<file path="src/logic/ffu_ctl_pkg.sv">
`default_nettype none

package ffu_ctl_pkg;

   // FRF read alignment for singles
   typedef enum logic [1:0] {
      ALIGN_NONE,
      ALIGN_RIGHT,  // upper word down, upper zero
      ALIGN_LEFT    // lower word up, lower zero
   } frf_align_e;

   // load or FPU data into RS2/RD
   typedef enum logic [1:0] {
      FILL_LSU,
      FILL_LSU_FLIP,  // lower word up
      FILL_FPU,
      FILL_FPU_FLIP   // upper word down
   } fill_src_e;

   typedef enum logic [1:0] {
      RS2_FRF,   // FRF with sign replaced
      RS2_FILL,
      RS2_KEEP
   } rs2_src_e;

   // LSU store data source
   typedef enum logic [1:0] {
      ST_RS2,
      ST_RS1,
      ST_FRF,
      ST_FSR
   } st_sel_e;

   // per-thread FSR update
   typedef enum logic [1:0] {
      FSR_KEEP,
      FSR_LD,
      FSR_FPU
   } fsr_upd_e;

   ////////////////////////////////////////
   // datapath controls for one cycle
   ////////////////////////////////////////
   typedef struct packed {
      frf_align_e align;
      logic       zero_low32;
      logic [1:0] sign;     // new sign for upper word, then lower word
      fill_src_e  fill;
      rs2_src_e   rs2;
      logic       new_rs1;
      st_sel_e    st;
   } dp_sel_t;

endpackage

`default_nettype wire

</file>
<file path="src/logic/ffu_reg_pkg.sv">
`default_nettype none

package ffu_reg_pkg;

   ////////////////////////////////////////
   // architectural register layouts
   ////////////////////////////////////////

   typedef logic [63:0] dword_t;

   // only the live FSR bits are stored, the rest read as zero
   typedef struct packed {
      logic [5:0] fcc_hi;  // fcc3, fcc2, fcc1
      logic [1:0] rnd;
      logic [4:0] tem;
      logic [2:0] ftt;
      logic [1:0] fcc0;
      logic [4:0] aexc;
      logic [4:0] cexc;
   } fsr_t;

   // align and rnd fields of the GSR live in the control block
   typedef struct packed {
      logic [31:0] mask;
      logic [4:0]  scale;
   } gsr_t;

   // status returned with an FPU result
   typedef struct packed {
      logic [7:0] fcc;  // fcc3..fcc0
      logic [2:0] ftt;
      logic [9:0] exc;  // aexc then cexc
   } fpu_result_t;

   ////////////////////////////////////////
   // 64-bit FSR image, for ldxfsr and stxfsr
   ////////////////////////////////////////

   localparam int FSR_FCC_HI_LSB = 32;
   localparam int FSR_RND_LSB    = 30;
   localparam int FSR_TEM_LSB    = 23;
   localparam int FSR_FTT_LSB    = 14;
   localparam int FSR_FCC0_LSB   = 10;
   // aexc and cexc sit in bits 9..0

   localparam int MAX_THREADS = 4;

endpackage

`default_nettype wire
</file>
<file path="src/logic/ffu_dp.sv">
`timescale 1ns/1ps
`default_nettype none

module ffu_dp #(
   parameter  int NUM_THREADS = 4,
   localparam int THR_W       = (NUM_THREADS > 1) ? $clog2(NUM_THREADS) : 1
) (
   input  logic                                     rclk,
   input  logic                                     rst,
   input  ffu_reg_pkg::dword_t                      frf_rd_data,
   input  ffu_reg_pkg::dword_t                      cpx_fpu_data,
   input  ffu_reg_pkg::dword_t                      lsu_ld_data,
   input  ffu_ctl_pkg::dp_sel_t                     sel,
   input  ffu_ctl_pkg::fsr_upd_e [NUM_THREADS-1:0] fsr_upd,
   input  ffu_reg_pkg::fpu_result_t                 fpu_res,
   input  logic [THR_W-1:0]                         fp_thr,
   input  logic [NUM_THREADS-1:0]                   gsr_wr,
   input  ffu_reg_pkg::gsr_t                        gsr_wr_data,
   input  logic [THR_W-1:0]                         thr_e,
   output ffu_reg_pkg::dword_t                      frf_wr_data,
   output ffu_reg_pkg::dword_t                      lsu_st_data,
   output ffu_reg_pkg::dword_t                      vis_rs1_data,
   output ffu_reg_pkg::dword_t                      vis_rs2_data,
   output logic [1:0]                               rs2_sign,
   output ffu_reg_pkg::fsr_t                        cur_fsr,
   output logic [7:0]                               ld_fcc,
   output ffu_reg_pkg::gsr_t                        gsr_e
);

   import ffu_reg_pkg::*;
   import ffu_ctl_pkg::*;

   if (NUM_THREADS < 1 || NUM_THREADS > MAX_THREADS) begin : g_thr_chk
      $error("NUM_THREADS out of range");
   end

   dword_t aligned;
   dword_t frf_data;
   dword_t ld_q;
   dword_t fsr_image;

   ffu_frf_align align_i (
      .frf_rd_data (frf_rd_data),
      .align       (sel.align),
      .zero_low32  (sel.zero_low32),
      .aligned     (aligned),
      .frf_data    (frf_data),
      .rs2_sign    (rs2_sign)
   );

   ffu_operand_regs opnd_i (
      .rclk         (rclk),
      .sel          (sel),
      .aligned      (aligned),
      .cpx_fpu_data (cpx_fpu_data),
      .lsu_ld_data  (lsu_ld_data),
      .ld_q         (ld_q),
      .rs1_data     (vis_rs1_data),
      .rs2_data     (vis_rs2_data),
      .frf_wr_data  (frf_wr_data)
   );

   ffu_fsr_file #(.NUM_THREADS(NUM_THREADS)) fsr_i (
      .rclk    (rclk),
      .rst     (rst),
      .fsr_upd (fsr_upd),
      .ld_q    (ld_q),
      .fpu_res (fpu_res),
      .fp_thr  (fp_thr),
      .cur_fsr (cur_fsr)
   );

   ffu_gsr_file #(.NUM_THREADS(NUM_THREADS)) gsr_i (
      .rclk        (rclk),
      .rst         (rst),
      .gsr_wr      (gsr_wr),
      .gsr_wr_data (gsr_wr_data),
      .thr_e       (thr_e),
      .gsr_e       (gsr_e)
   );

   // fcc out of a ldfsr for the control block
   assign ld_fcc = {ld_q[FSR_FCC_HI_LSB +: 6], ld_q[FSR_FCC0_LSB +: 2]};

   ////////////////////////////////////////
   // store data to LSU
   ////////////////////////////////////////
   always_comb begin
      fsr_image = '0;  // reserved, ver, qne all zero
      fsr_image[FSR_FCC_HI_LSB +: 6] = cur_fsr.fcc_hi;
      fsr_image[FSR_RND_LSB +: 2]    = cur_fsr.rnd;
      fsr_image[FSR_TEM_LSB +: 5]    = cur_fsr.tem;
      fsr_image[FSR_FTT_LSB +: 3]    = cur_fsr.ftt;
      fsr_image[FSR_FCC0_LSB +: 2]   = cur_fsr.fcc0;
      fsr_image[9:0]                 = {cur_fsr.aexc, cur_fsr.cexc};
   end

   always_comb begin
      case (sel.st)
         ST_RS2:  lsu_st_data = vis_rs2_data;
         ST_RS1:  lsu_st_data = vis_rs1_data;
         ST_FRF:  lsu_st_data = frf_data;  // direct store from FRF
         default: lsu_st_data = fsr_image;
      endcase
   end

endmodule

`default_nettype wire

</file>
<file path="src/logic/ffu_gsr_file.sv">
`timescale 1ns/1ps
`default_nettype none

module ffu_gsr_file #(
   parameter  int NUM_THREADS = 4,
   localparam int THR_W       = (NUM_THREADS > 1) ? $clog2(NUM_THREADS) : 1
) (
   input  logic                   rclk,
   input  logic                   rst,
   input  logic [NUM_THREADS-1:0] gsr_wr,
   input  ffu_reg_pkg::gsr_t      gsr_wr_data,
   input  logic [THR_W-1:0]       thr_e,
   output ffu_reg_pkg::gsr_t      gsr_e
);

   import ffu_reg_pkg::*;

   gsr_t gsr_q [NUM_THREADS];

   // wr/rd of the GSR from the w2 stage
   always_ff @(posedge rclk) begin
      for (int t = 0; t < NUM_THREADS; t++) begin
         if (rst) begin
            gsr_q[t] <= '0;
         end else if (gsr_wr[t]) begin
            gsr_q[t] <= gsr_wr_data;
         end
      end
   end

   assign gsr_e = (int'(thr_e) < NUM_THREADS) ? gsr_q[thr_e] : '0;  // execute-stage read

endmodule

`default_nettype wire

</file>
<file path="src/logic/ffu_fsr_file.sv">
`timescale 1ns/1ps
`default_nettype none

module ffu_fsr_file #(
   parameter  int NUM_THREADS = 4,
   localparam int THR_W       = (NUM_THREADS > 1) ? $clog2(NUM_THREADS) : 1
) (
   input  logic                                     rclk,
   input  logic                                     rst,
   input  ffu_ctl_pkg::fsr_upd_e [NUM_THREADS-1:0] fsr_upd,
   input  ffu_reg_pkg::dword_t                      ld_q,
   input  ffu_reg_pkg::fpu_result_t                 fpu_res,
   input  logic [THR_W-1:0]                         fp_thr,
   output ffu_reg_pkg::fsr_t                        cur_fsr
);

   import ffu_reg_pkg::*;
   import ffu_ctl_pkg::*;

   fsr_t fsr_q   [NUM_THREADS];
   fsr_t ld_fsr  [NUM_THREADS];
   fsr_t fpu_fsr [NUM_THREADS];
   fsr_t fsr_nxt [NUM_THREADS];

   ////////////////////////////////////////
   // next-state per thread
   ////////////////////////////////////////
   always_comb begin
      for (int t = 0; t < NUM_THREADS; t++) begin
         // ldfsr / ldxfsr, upper fcc comes with the FPU status
         ld_fsr[t].fcc_hi = fpu_res.fcc[7:2];
         ld_fsr[t].rnd    = ld_q[FSR_RND_LSB +: 2];
         ld_fsr[t].tem    = ld_q[FSR_TEM_LSB +: 5];
         ld_fsr[t].ftt    = fsr_q[t].ftt;  // ftt not loadable
         ld_fsr[t].fcc0   = ld_q[FSR_FCC0_LSB +: 2];
         {ld_fsr[t].aexc, ld_fsr[t].cexc} = ld_q[9:0];

         // FPU op leaves the mode fields alone
         fpu_fsr[t].fcc_hi = fpu_res.fcc[7:2];
         fpu_fsr[t].rnd    = fsr_q[t].rnd;
         fpu_fsr[t].tem    = fsr_q[t].tem;
         fpu_fsr[t].ftt    = fpu_res.ftt;
         fpu_fsr[t].fcc0   = fpu_res.fcc[1:0];
         {fpu_fsr[t].aexc, fpu_fsr[t].cexc} = fpu_res.exc;

         case (fsr_upd[t])
            FSR_LD:  fsr_nxt[t] = ld_fsr[t];
            FSR_FPU: fsr_nxt[t] = fpu_fsr[t];
            default: fsr_nxt[t] = fsr_q[t];
         endcase
      end
   end

   always_ff @(posedge rclk) begin
      for (int t = 0; t < NUM_THREADS; t++) begin
         if (rst) begin
            fsr_q[t] <= '0;
         end else begin
            fsr_q[t] <= fsr_nxt[t];
         end
      end
   end

   // thread codes past NUM_THREADS read as zero
   assign cur_fsr = (int'(fp_thr) < NUM_THREADS) ? fsr_q[fp_thr] : '0;

endmodule

`default_nettype wire

</file>
<file path="src/logic/ffu_operand_regs.sv">
`timescale 1ns/1ps
`default_nettype none

module ffu_operand_regs (
   input  logic                 rclk,
   input  ffu_ctl_pkg::dp_sel_t sel,
   input  ffu_reg_pkg::dword_t  aligned,
   input  ffu_reg_pkg::dword_t  cpx_fpu_data,
   input  ffu_reg_pkg::dword_t  lsu_ld_data,
   output ffu_reg_pkg::dword_t  ld_q,
   output ffu_reg_pkg::dword_t  rs1_data,
   output ffu_reg_pkg::dword_t  rs2_data,
   output ffu_reg_pkg::dword_t  frf_wr_data
);

   import ffu_reg_pkg::*;
   import ffu_ctl_pkg::*;

   dword_t fpu_q;
   dword_t ld_d1;
   dword_t fill_data;
   dword_t rs2_changed;
   dword_t rs2_next;
   dword_t rs2_q;
   dword_t rs1_q;
   dword_t wb_q;

   ////////////////////////////////////////
   // input flops
   ////////////////////////////////////////
   // load data is flopped here, its valid is flopped in the LSU
   always_ff @(posedge rclk) begin
      fpu_q <= cpx_fpu_data;
      ld_d1 <= lsu_ld_data;
   end

   assign ld_q = ld_d1;

   always_comb begin
      case (sel.fill)
         FILL_LSU:      fill_data = ld_d1;
         FILL_LSU_FLIP: fill_data = {ld_d1[31:0], 32'b0};
         FILL_FPU:      fill_data = fpu_q;
         default:       fill_data = {32'b0, fpu_q[63:32]};  // FPU single result
      endcase
   end

   ////////////////////////////////////////
   // RS2 / RD
   ////////////////////////////////////////
   // replaced signs give FABS and FNEG
   assign rs2_changed = {sel.sign[1], aligned[62:32], sel.sign[0], aligned[30:0]};

   always_comb begin
      case (sel.rs2)
         RS2_FRF:  rs2_next = rs2_changed;
         RS2_FILL: rs2_next = fill_data;
         default:  rs2_next = rs2_q;
      endcase
   end

   always_ff @(posedge rclk) begin
      rs2_q <= rs2_next;
      wb_q  <= rs2_q;  // block loads are pipelined behind RS2
      if (sel.new_rs1) begin
         rs1_q <= aligned;
      end
   end

   assign rs2_data    = rs2_q;
   assign rs1_data    = rs1_q;
   assign frf_wr_data = wb_q;

endmodule

`default_nettype wire

</file>
<file path="src/logic/ffu_frf_align.sv">
`timescale 1ns/1ps
`default_nettype none

module ffu_frf_align (
   input  ffu_reg_pkg::dword_t     frf_rd_data,
   input  ffu_ctl_pkg::frf_align_e align,
   input  logic                    zero_low32,
   output ffu_reg_pkg::dword_t     aligned,
   output ffu_reg_pkg::dword_t     frf_data,
   output logic [1:0]              rs2_sign
);

   import ffu_reg_pkg::*;
   import ffu_ctl_pkg::*;

   dword_t shifted;

   // singles can sit in either half of a 64-bit read
   always_comb begin
      case (align)
         ALIGN_RIGHT: shifted = {32'b0, frf_rd_data[63:32]};
         ALIGN_LEFT:  shifted = {frf_rd_data[31:0], 32'b0};
         default:     shifted = frf_rd_data;  // doubles untouched
      endcase
   end

   assign frf_data = shifted;  // store path sees it unzeroed

   assign aligned[63:32] = shifted[63:32];
   assign aligned[31:0]  = zero_low32 ? 32'b0 : shifted[31:0];

   // sign bits taken after low-word zeroing
   assign rs2_sign = {aligned[63], aligned[31]};

endmodule

`default_nettype wire

</file>
<file path="config.mk">
export PLATFORM = sky130hd
export DESIGN_NAME = ffu_dp
export DESIGN_NICKNAME = d
export VERILOG_FILES = /design/src/logic/ffu_ctl_pkg.sv /design/src/logic/ffu_reg_pkg.sv /design/src/logic/ffu_dp.sv /design/src/logic/ffu_gsr_file.sv /design/src/logic/ffu_fsr_file.sv /design/src/logic/ffu_operand_regs.sv /design/src/logic/ffu_frf_align.sv
export SDC_FILE = /design/constraint.sdc
export NUM_CORES = 1
export LEC_CHECK = 0
export BUFFER_PORTS_ARGS = -buffer_cell sky130_fd_sc_hd__buf_4
export CORE_ASPECT_RATIO = 0.8
export CORE_UTILIZATION = 40
export DETAILED_ROUTE_END_ITERATION = 16
export GPL_TIMING_DRIVEN = 0
export SETUP_SLACK_MARGIN = 0.05
export SYNTH_ARGS = -nofsm -noshare
export SYNTH_HDL_FRONTEND = slang
export SYNTH_SLANG_ARGS = --single-unit
</file>
<file path="constraint.sdc">
create_clock -name rclk -period 4.49 [get_ports rclk]
set_input_delay 0.449 -clock rclk [delete_from_list [all_inputs] [get_ports rclk]]
set_output_delay 0.449 -clock rclk [all_outputs]
set_load 0.01 [all_outputs]
</file>
==> flow_metrics.py, run 1 <==
metrics = {
    "place": {
        "place_congestion": 0.9199,
        "dp_worst_setup_slack_ps": 1341,
        "hpwl_um": 72980,
        "placed_area_um2": 30280,
        "port_buffers": 605,
    },
    "sta": {
        "rsz0062_at_grt": "no",
        "worst_pin_slew_ps": 1209,
        "final-hold-violation-count": 0,
        "tns_ps": 0,
        "post-route-min-period_ps": 3313,
        "skew_ps": 26.45,
        "clock.fmax_mhz": 301.8,
        "slew_headroom_pct": 19.39,
        "finalWorstSetupSlack_ps": 1177,
        "setup_violations": 0,
        "drv_slew": 0,
        "post-route-period-util_pct": 73.79,
    },
    "critical_path": {
        "slowest_delay_ps": 740,
        "path_cells": "buf_4, inv_1, ha_1, buf_2, buf_2, buf_2, a21oi_1, a211oi_1, buf_4",
        "rr_worst_depth": 3,
        "start_kind": "primary input",
        "cp-end-kind": "output pin",
        "cp.arrival_ps": 2860,
        "cp.required_ps": 4040,
        "path_max_fanout": 10,
        "crit_top_cell": "buf_2",
        "r2r-start": "opnd_i.ld_q[3]",
        "reg2reg_to": "opnd_i.rs2_data[3]",
        "worstSetupPathType": "in2out",
        "worst_path_max_delay_cell": "a211oi_1",
        "r2r_slack_ps": 3090,
    },
    "floorplan": {
        "dieArea_um2": 62680,
        "initial_core_util_pct": 40.44,
        "die_h_um": 224.1,
        "num_rows": 81,
        "die_w_um": 279.7,
        "coreArea_um2": 61010,
        "ios": 611,
    },
    "cells_and_area": {
        "drive_gt1_share_pct": 35.16,
        "stdcell_area_um2": 33650,
        "area_delta_synth_final_pct": 36.42,
        "nets": 2864,
        "num-fill-cells": 5295,
    },
    "synth": {
        "avgSynthCellArea_um2": 13.87,
        "synth_area_um2": 24670,
        "ys_seq_area_share_pct": 62.81,
        "synth_fp_nets": 2069,
        "ys_ff_latch": 580,
        "synth_cell_type_count": 38,
        "yosysWarnings": 0,
        "synth_cells": 1779,
    },
    "clock_tree": {
        "cts-htree-levels": 2,
        "clk_latency_ps": 630,
        "clkSinkCount": 580,
        "cts_tree": "built",
        "cts-root-buf": "clkbuf_16",
        "path_clk_slew_ps": 60,
        "postCtsSetupBuffers": 0,
        "numCtsBuffers": 59,
        "cts_buffer_depth": 3,
    },
    "global_route": {
        "grt_remaining_overflow": 0,
        "grt_pass1_wl_um": 134000,
        "antenna_found_initial": 16,
        "grt_pass1_vias": 18910,
        "grtUsageTotal_pct": 30.19,
        "grt_max_degree": 65,
    },
    "power_and_ir_drop": {
        "leakage_nw": 14.38,
        "powerDensity_nw_per_um2": 410.9,
        "ir_drop_mv": 0.2947,
    },
    "worst_hold_path": {
        "hp-start": "sel[7]",
        "hold_path_class": "in2reg",
        "worstHoldPathCells": 2,
        "hold-path-endpoint": "opnd_i.rs2_data[31]",
    },
    "drt": {
        "vias": 18850,
        "wirelength_um": 96720,
        "vias_per_cell": 5.440,
        "drt-wirelength-per-cell_um": 27.91,
        "dr.pass1.iters": 5,
        "ant_nets": 0,
        "drtIter0Drc": 1817,
        "drc": 0,
    },
    "outcome": {
        "status": "completed",
    },
    "run": {
        "maxCapViolations": 0,
    },
}
-- sequential cells by signal (all words and copies together) (netlist names) --
register and flops:
gsr_i.gsr_q 148, opnd_i.frf_wr_data 64, opnd_i.ld_q 64, opnd_i.rs2_data 64, opnd_i.fpu_q 64, fsr_i.fsr_q 112, opnd_i.rs1_data 64
-- worst max-delay path, delay by kind of cell --
kind	cells	cell delay, ps
fa+ha+maj	1	290
compound gates	2	980
buf+inv	6	1150
-- placed cells by master (no fill, tap or decap), drive strengths merged, types with 7 or more instances in the layout --
cell type,synthesis,layout
o22ai,35,35
edfxtp,388,388
nand3b,14,14
clkbuf,70,147
dlygate4sd3,0,128
and3b,63,63
buf,76,682
mux4,65,65
and2,212,212
a211oi,56,56
mux2i,135,135
a21oi,76,76
o31ai,31,31
nor2b,38,38
o211a,13,13
a2bb2oi,18,18
nor2,116,116
diode,0,10
clkinv,0,22
mux2,32,32
or2,16,16
inv,46,49
bufinv,0,7
o211ai,32,32
a21bo,31,31
ha,10,10
dfxtp,192,192
-- worst max-delay path by stage --
stage | from | end | slack, ps | depth (start not counted)
2_1_floorplan | sel[4] | opnd_i.rs2_data[47] | 1960 | 4
3_3_place_gp | sel[4] | opnd_i.rs2_data[47] | 240 | 5
5_1_grt | sel[10] | lsu_st_data[32] | 1160 | 9
4_1_cts | sel[10] | lsu_st_data[32] | 1320 | 9
6_report | sel[10] | lsu_st_data[32] | 1180 | 9
3_5_place_dp | sel[10] | lsu_st_data[32] | 1340 | 9
-- cells by family after synthesis --
group	synth area share (%)
buffers and inverters	3.687
muxes	12.99
and+or+nand+nor	11.40
DFF	62.81
adders and majority gates	0.5072
AOI/OAI and AO/OA	8.602
-- per-stage QoR --
stage               instances  total power [mW]  hold slack [ps]  util [%]
finish                   3465             13.83            115.3     55.16
global route             3465             14.23            97.38     55.16
CTS                      3455             13.86            77.30     55.12
detailed placement       3215             8.570            386.5     49.63
global placement         3214             8.537            386.5     49.58
floorplan                1779             7.341            428.4         -
-- routing by layer --
layer | track usage, % | part of all wire (%) | vias up
met2 | 46.15 | 45 | 951
met5 | 1.010 | 0.13 | -
met1 | 41.14 | 42 | 9534
li1 | - | - | 8194
met3 | 8.312 | 9.0 | 161
met4 | 10.44 | 3.3 | 8
-- cell usage after synthesis, drive strengths merged --
| library cell | n | share of area [%] |
|---|---|---|
| ha | 10 | 0.51 |
| or2 | 16 | 0.41 |
| dfxtp | 192 | 16 |
| o22ai | 35 | 0.89 |
| a21bo | 31 | 1.3 |
| a2bb2oi | 18 | 0.64 |
| a21oi | 76 | 1.5 |
| nor2b | 38 | 0.96 |
| o211a | 13 | 0.53 |
| mux2 | 32 | 1.5 |
| buf | 76 | 1.9 |
| o31ai | 31 | 0.94 |
| o21a | 1 | 0.030 |
| a211oi | 56 | 1.7 |
| edfxtp | 388 | 47 |
| mux2i | 135 | 5.5 |
| nand3b | 14 | 0.43 |
| clkbuf | 70 | 1.1 |
| nor2 | 116 | 1.8 |
| o21ai | 2 | 0.041 |
| nand3 | 1 | 0.020 |
| o211ai | 32 | 0.97 |
| nand2b | 5 | 0.13 |
| inv | 46 | 0.70 |
| and3b | 63 | 2.2 |
| and2 | 212 | 5.4 |
| nand2 | 4 | 0.071 |
| o2bb2ai | 1 | 0.036 |
| mux4 | 65 | 6.1 |
-- area by class of cell --
class                           instances  area, µm²  area share, %
Inverter                               46      175.2         0.5205
Buffer                                146      737.0          2.190
Antenna cell                           10      25.02        0.07436
Clock inverter                         35      389.1          1.156
Tap cell                              830       1039          3.086
Multi-Input combinational cell       1007       8265          24.56
Clock buffer                           77       1678          4.986
Timing Repair Buffer                  734       5851          17.38
Sequential cell                       580      15490          46.04
-- repair_timing --
action / in CTS / in global routing
hold buffers: 128 / 0
gates resized for setup: 0 / 0
hold endpoints to repair: 128 / 0
-- power breakdown --
part           total, mW  switching (mW)  internal (mW)
Sequential          6.39           0.226           6.16
Clock               5.24            2.20           3.05
Combinational       2.20            1.18           1.02
Total               13.8            3.60           10.2
No activity file was read; power rests on OpenSTA's default activity.
==> run 2: changes to the inputs <==
==> constraint.sdc (replaced) <==
create_clock -name rclk -period 3.4 [get_ports rclk]
set_input_delay 0.34 -clock rclk [delete_from_list [all_inputs] [get_ports rclk]]
set_output_delay 0.34 -clock rclk [all_outputs]
set_load 0.01 [all_outputs]
==> run 2 against run 1 <==
  * Design area increased by 1.3%
  * Critical path type unchanged
  * Clock skew fell by 4.3 ps
  * Utilization up 0.73 points
  * Wire length is 0.40% higher
  * Critical path depth unchanged
  * Via count is 1.1% higher
  * Count of clock-buffer cells in the layout stayed put
  * Flip-flop and latch count unchanged
==> flow_metrics.py, run 2 (synthesis results as in run 1) <==
metrics = {
    "outcome": {
        "status": "completed",
    },
    "worst_hold_path": {
        "worstHoldPathCells": 3,
        "hold_path_class": "in2reg",
    },
    "cells_and_area": {
        "num-fill-cells": 5262,
        "area_delta_synth_final_pct": 38.23,
        "seq_area_um2": 15490,
        "utilization_pct": 55.89,
        "largest_reg_flops": 148,
        "nets": 2909,
        "drive_gt1_share_pct": 34.57,
        "final_common_cell": "buf_4",
        "mostFrequentLayoutCells": "buf_4 (628), edfxtp_1 (388), and2_1 (212), dfxtp_1 (192), dlygate4sd3_1 (173)",
        "multi_input_area_um2": 8265,
        "largest_register": "gsr_i.gsr_q",
        "reg_top3": "gsr_i.gsr_q (148), fsr_i.fsr_q (112)",
    },
    "floorplan": {
        "dieArea_um2": 62680,
        "coreArea_um2": 61010,
        "die_w_um": 279.7,
        "ios": 611,
        "die_h_um": 224.1,
        "num_rows": 81,
        "initial_core_util_pct": 40.44,
    },
    "power_and_ir_drop": {
        "powerDensity_nw_per_um2": 537.1,
        "design_power_total_mw": 18.32,
        "ir_drop_mv": 0.3876,
        "leakage_nw": 14.57,
    },
    "critical_path": {
        "worstSetupPathType": "in2out",
        "cp.arrival_ps": 2760,
        "start_kind": "primary input",
        "path_cells": "buf_4, inv_1, ha_1, buf_2, buf_2, buf_2, a21oi_1, a211oi_1, buf_4",
        "cp.required_ps": 3060,
        "slowest_delay_ps": 770,
        "crit_top_cell": "buf_2",
        "path_max_fanout": 10,
        "rr_worst_depth": 3,
        "worst_path_max_delay_cell": "a211oi_1",
        "cp-end-kind": "output pin",
    },
    "drt": {
        "vias": 19060,
        "drt-wirelength-per-cell_um": 27.67,
        "drc": 0,
        "ant_nets": 0,
        "vias_per_cell": 5.433,
        "wirelength_um": 97110,
        "dr.pass1.iters": 5,
        "drtIter0Drc": 1779,
    },
    "global_route": {
        "grt_remaining_overflow": 0,
        "grtUsageTotal_pct": 30.29,
        "antenna_found_initial": 13,
        "grt_pass1_vias": 19160,
        "grt_max_degree": 65,
        "grt_pass1_wl_um": 134700,
    },
    "sta": {
        "worst_pin_slew_ps": 1195,
        "post-route-min-period_ps": 3103,
        "post-route-period-util_pct": 91.27,
        "final-hold-violation-count": 0,
        "rsz0062_at_grt": "no",
        "skew_ps": 22.14,
        "clock.fmax_mhz": 322.3,
        "slew_headroom_pct": 20.30,
        "setup_violations": 0,
        "drv_slew": 0,
    },
    "clock_tree": {
        "cts-htree-levels": 2,
        "ctsResizeCount": 0,
        "cts_buffer_depth": 3,
        "cts_hold_buffers": 173,
        "path_clk_slew_ps": 70,
        "cts-root-buf": "clkbuf_16",
        "cts_tree": "built",
        "postCtsSetupBuffers": 0,
        "clk_latency_ps": 640,
        "clkSinkCount": 580,
        "numCtsBuffers": 59,
    },
    "place": {
        "port_buffers": 605,
        "place_congestion": 0.9199,
        "hpwl_um": 72980,
    },
    "run": {
        "maxCapViolations": 0,
    },
}
[run 2: changes by cell type in the layout (fill, tap and decap cells not counted)]
cell and change:
diode_2 -1, dlygate4sd3_1 +45
[run 2: per-stage QoR]
step           setup TNS [ps]  instance area [µm²]  setup WS, ps  cells  hold slack (ps)
3_5_place_dp                0                30280         428.5   3215            386.5
4_1_cts                     0                34080         447.0   3500            16.44
5_1_grt                     0                34100         290.5   3508            45.08
3_3_place_gp            -6656                30250        -740.9   3214            386.5
2_1_floorplan               0                24670         980.5   1779            367.7
6_report                    0                34100         296.9   3509            44.17
[run 2: layout make-up]
class	instances	share of cell area [%]
diodes	9	0.06604
inverters	46	0.5137
clock inverters	35	1.141
multi-input cells	1007	24.24
flip-flops and latches	580	45.44
plain buffers	146	2.161
repair buffers	779	18.48
clock buffers	77	4.920
well taps	830	3.045
[run 2: metal layers]
| metal | global-route usage (%) | routed length (µm) |
|---|---|---|
| met5 | 1.010 | 126 |
| met3 | 8.260 | 8697 |
| met4 | 10.77 | 3325 |
| met1 | 41.23 | 41090 |
| met2 | 46.30 | 43870 |
[run 2: path summary, 6_finish.rpt]
check,from,end,slack (ps)
worst max-delay path,sel[10],lsu_st_data[36],300
worst min-delay path,frf_rd_data[53],opnd_i.rs1_data[53],40
worst max register to register,opnd_i.ld_q[3],opnd_i.rs2_data[3],2000
worst min register to register,opnd_i.rs2_data[2],opnd_i.frf_wr_data[2],410
[run 2: power by group]
| group | switching, mW | internal [mW] |
|---|---|---|
| registers | 0.299 | 8.14 |
| logic | 1.57 | 1.38 |
| clock network | 2.91 | 4.02 |
[run 2: worst max-delay path, delay by kind of cell]
kind                     cells  cell delay, ps
AO/OA/AOI/OAI                2             990
adder cells (fa/ha/maj)      1             290
buffers and inverters        6            1140
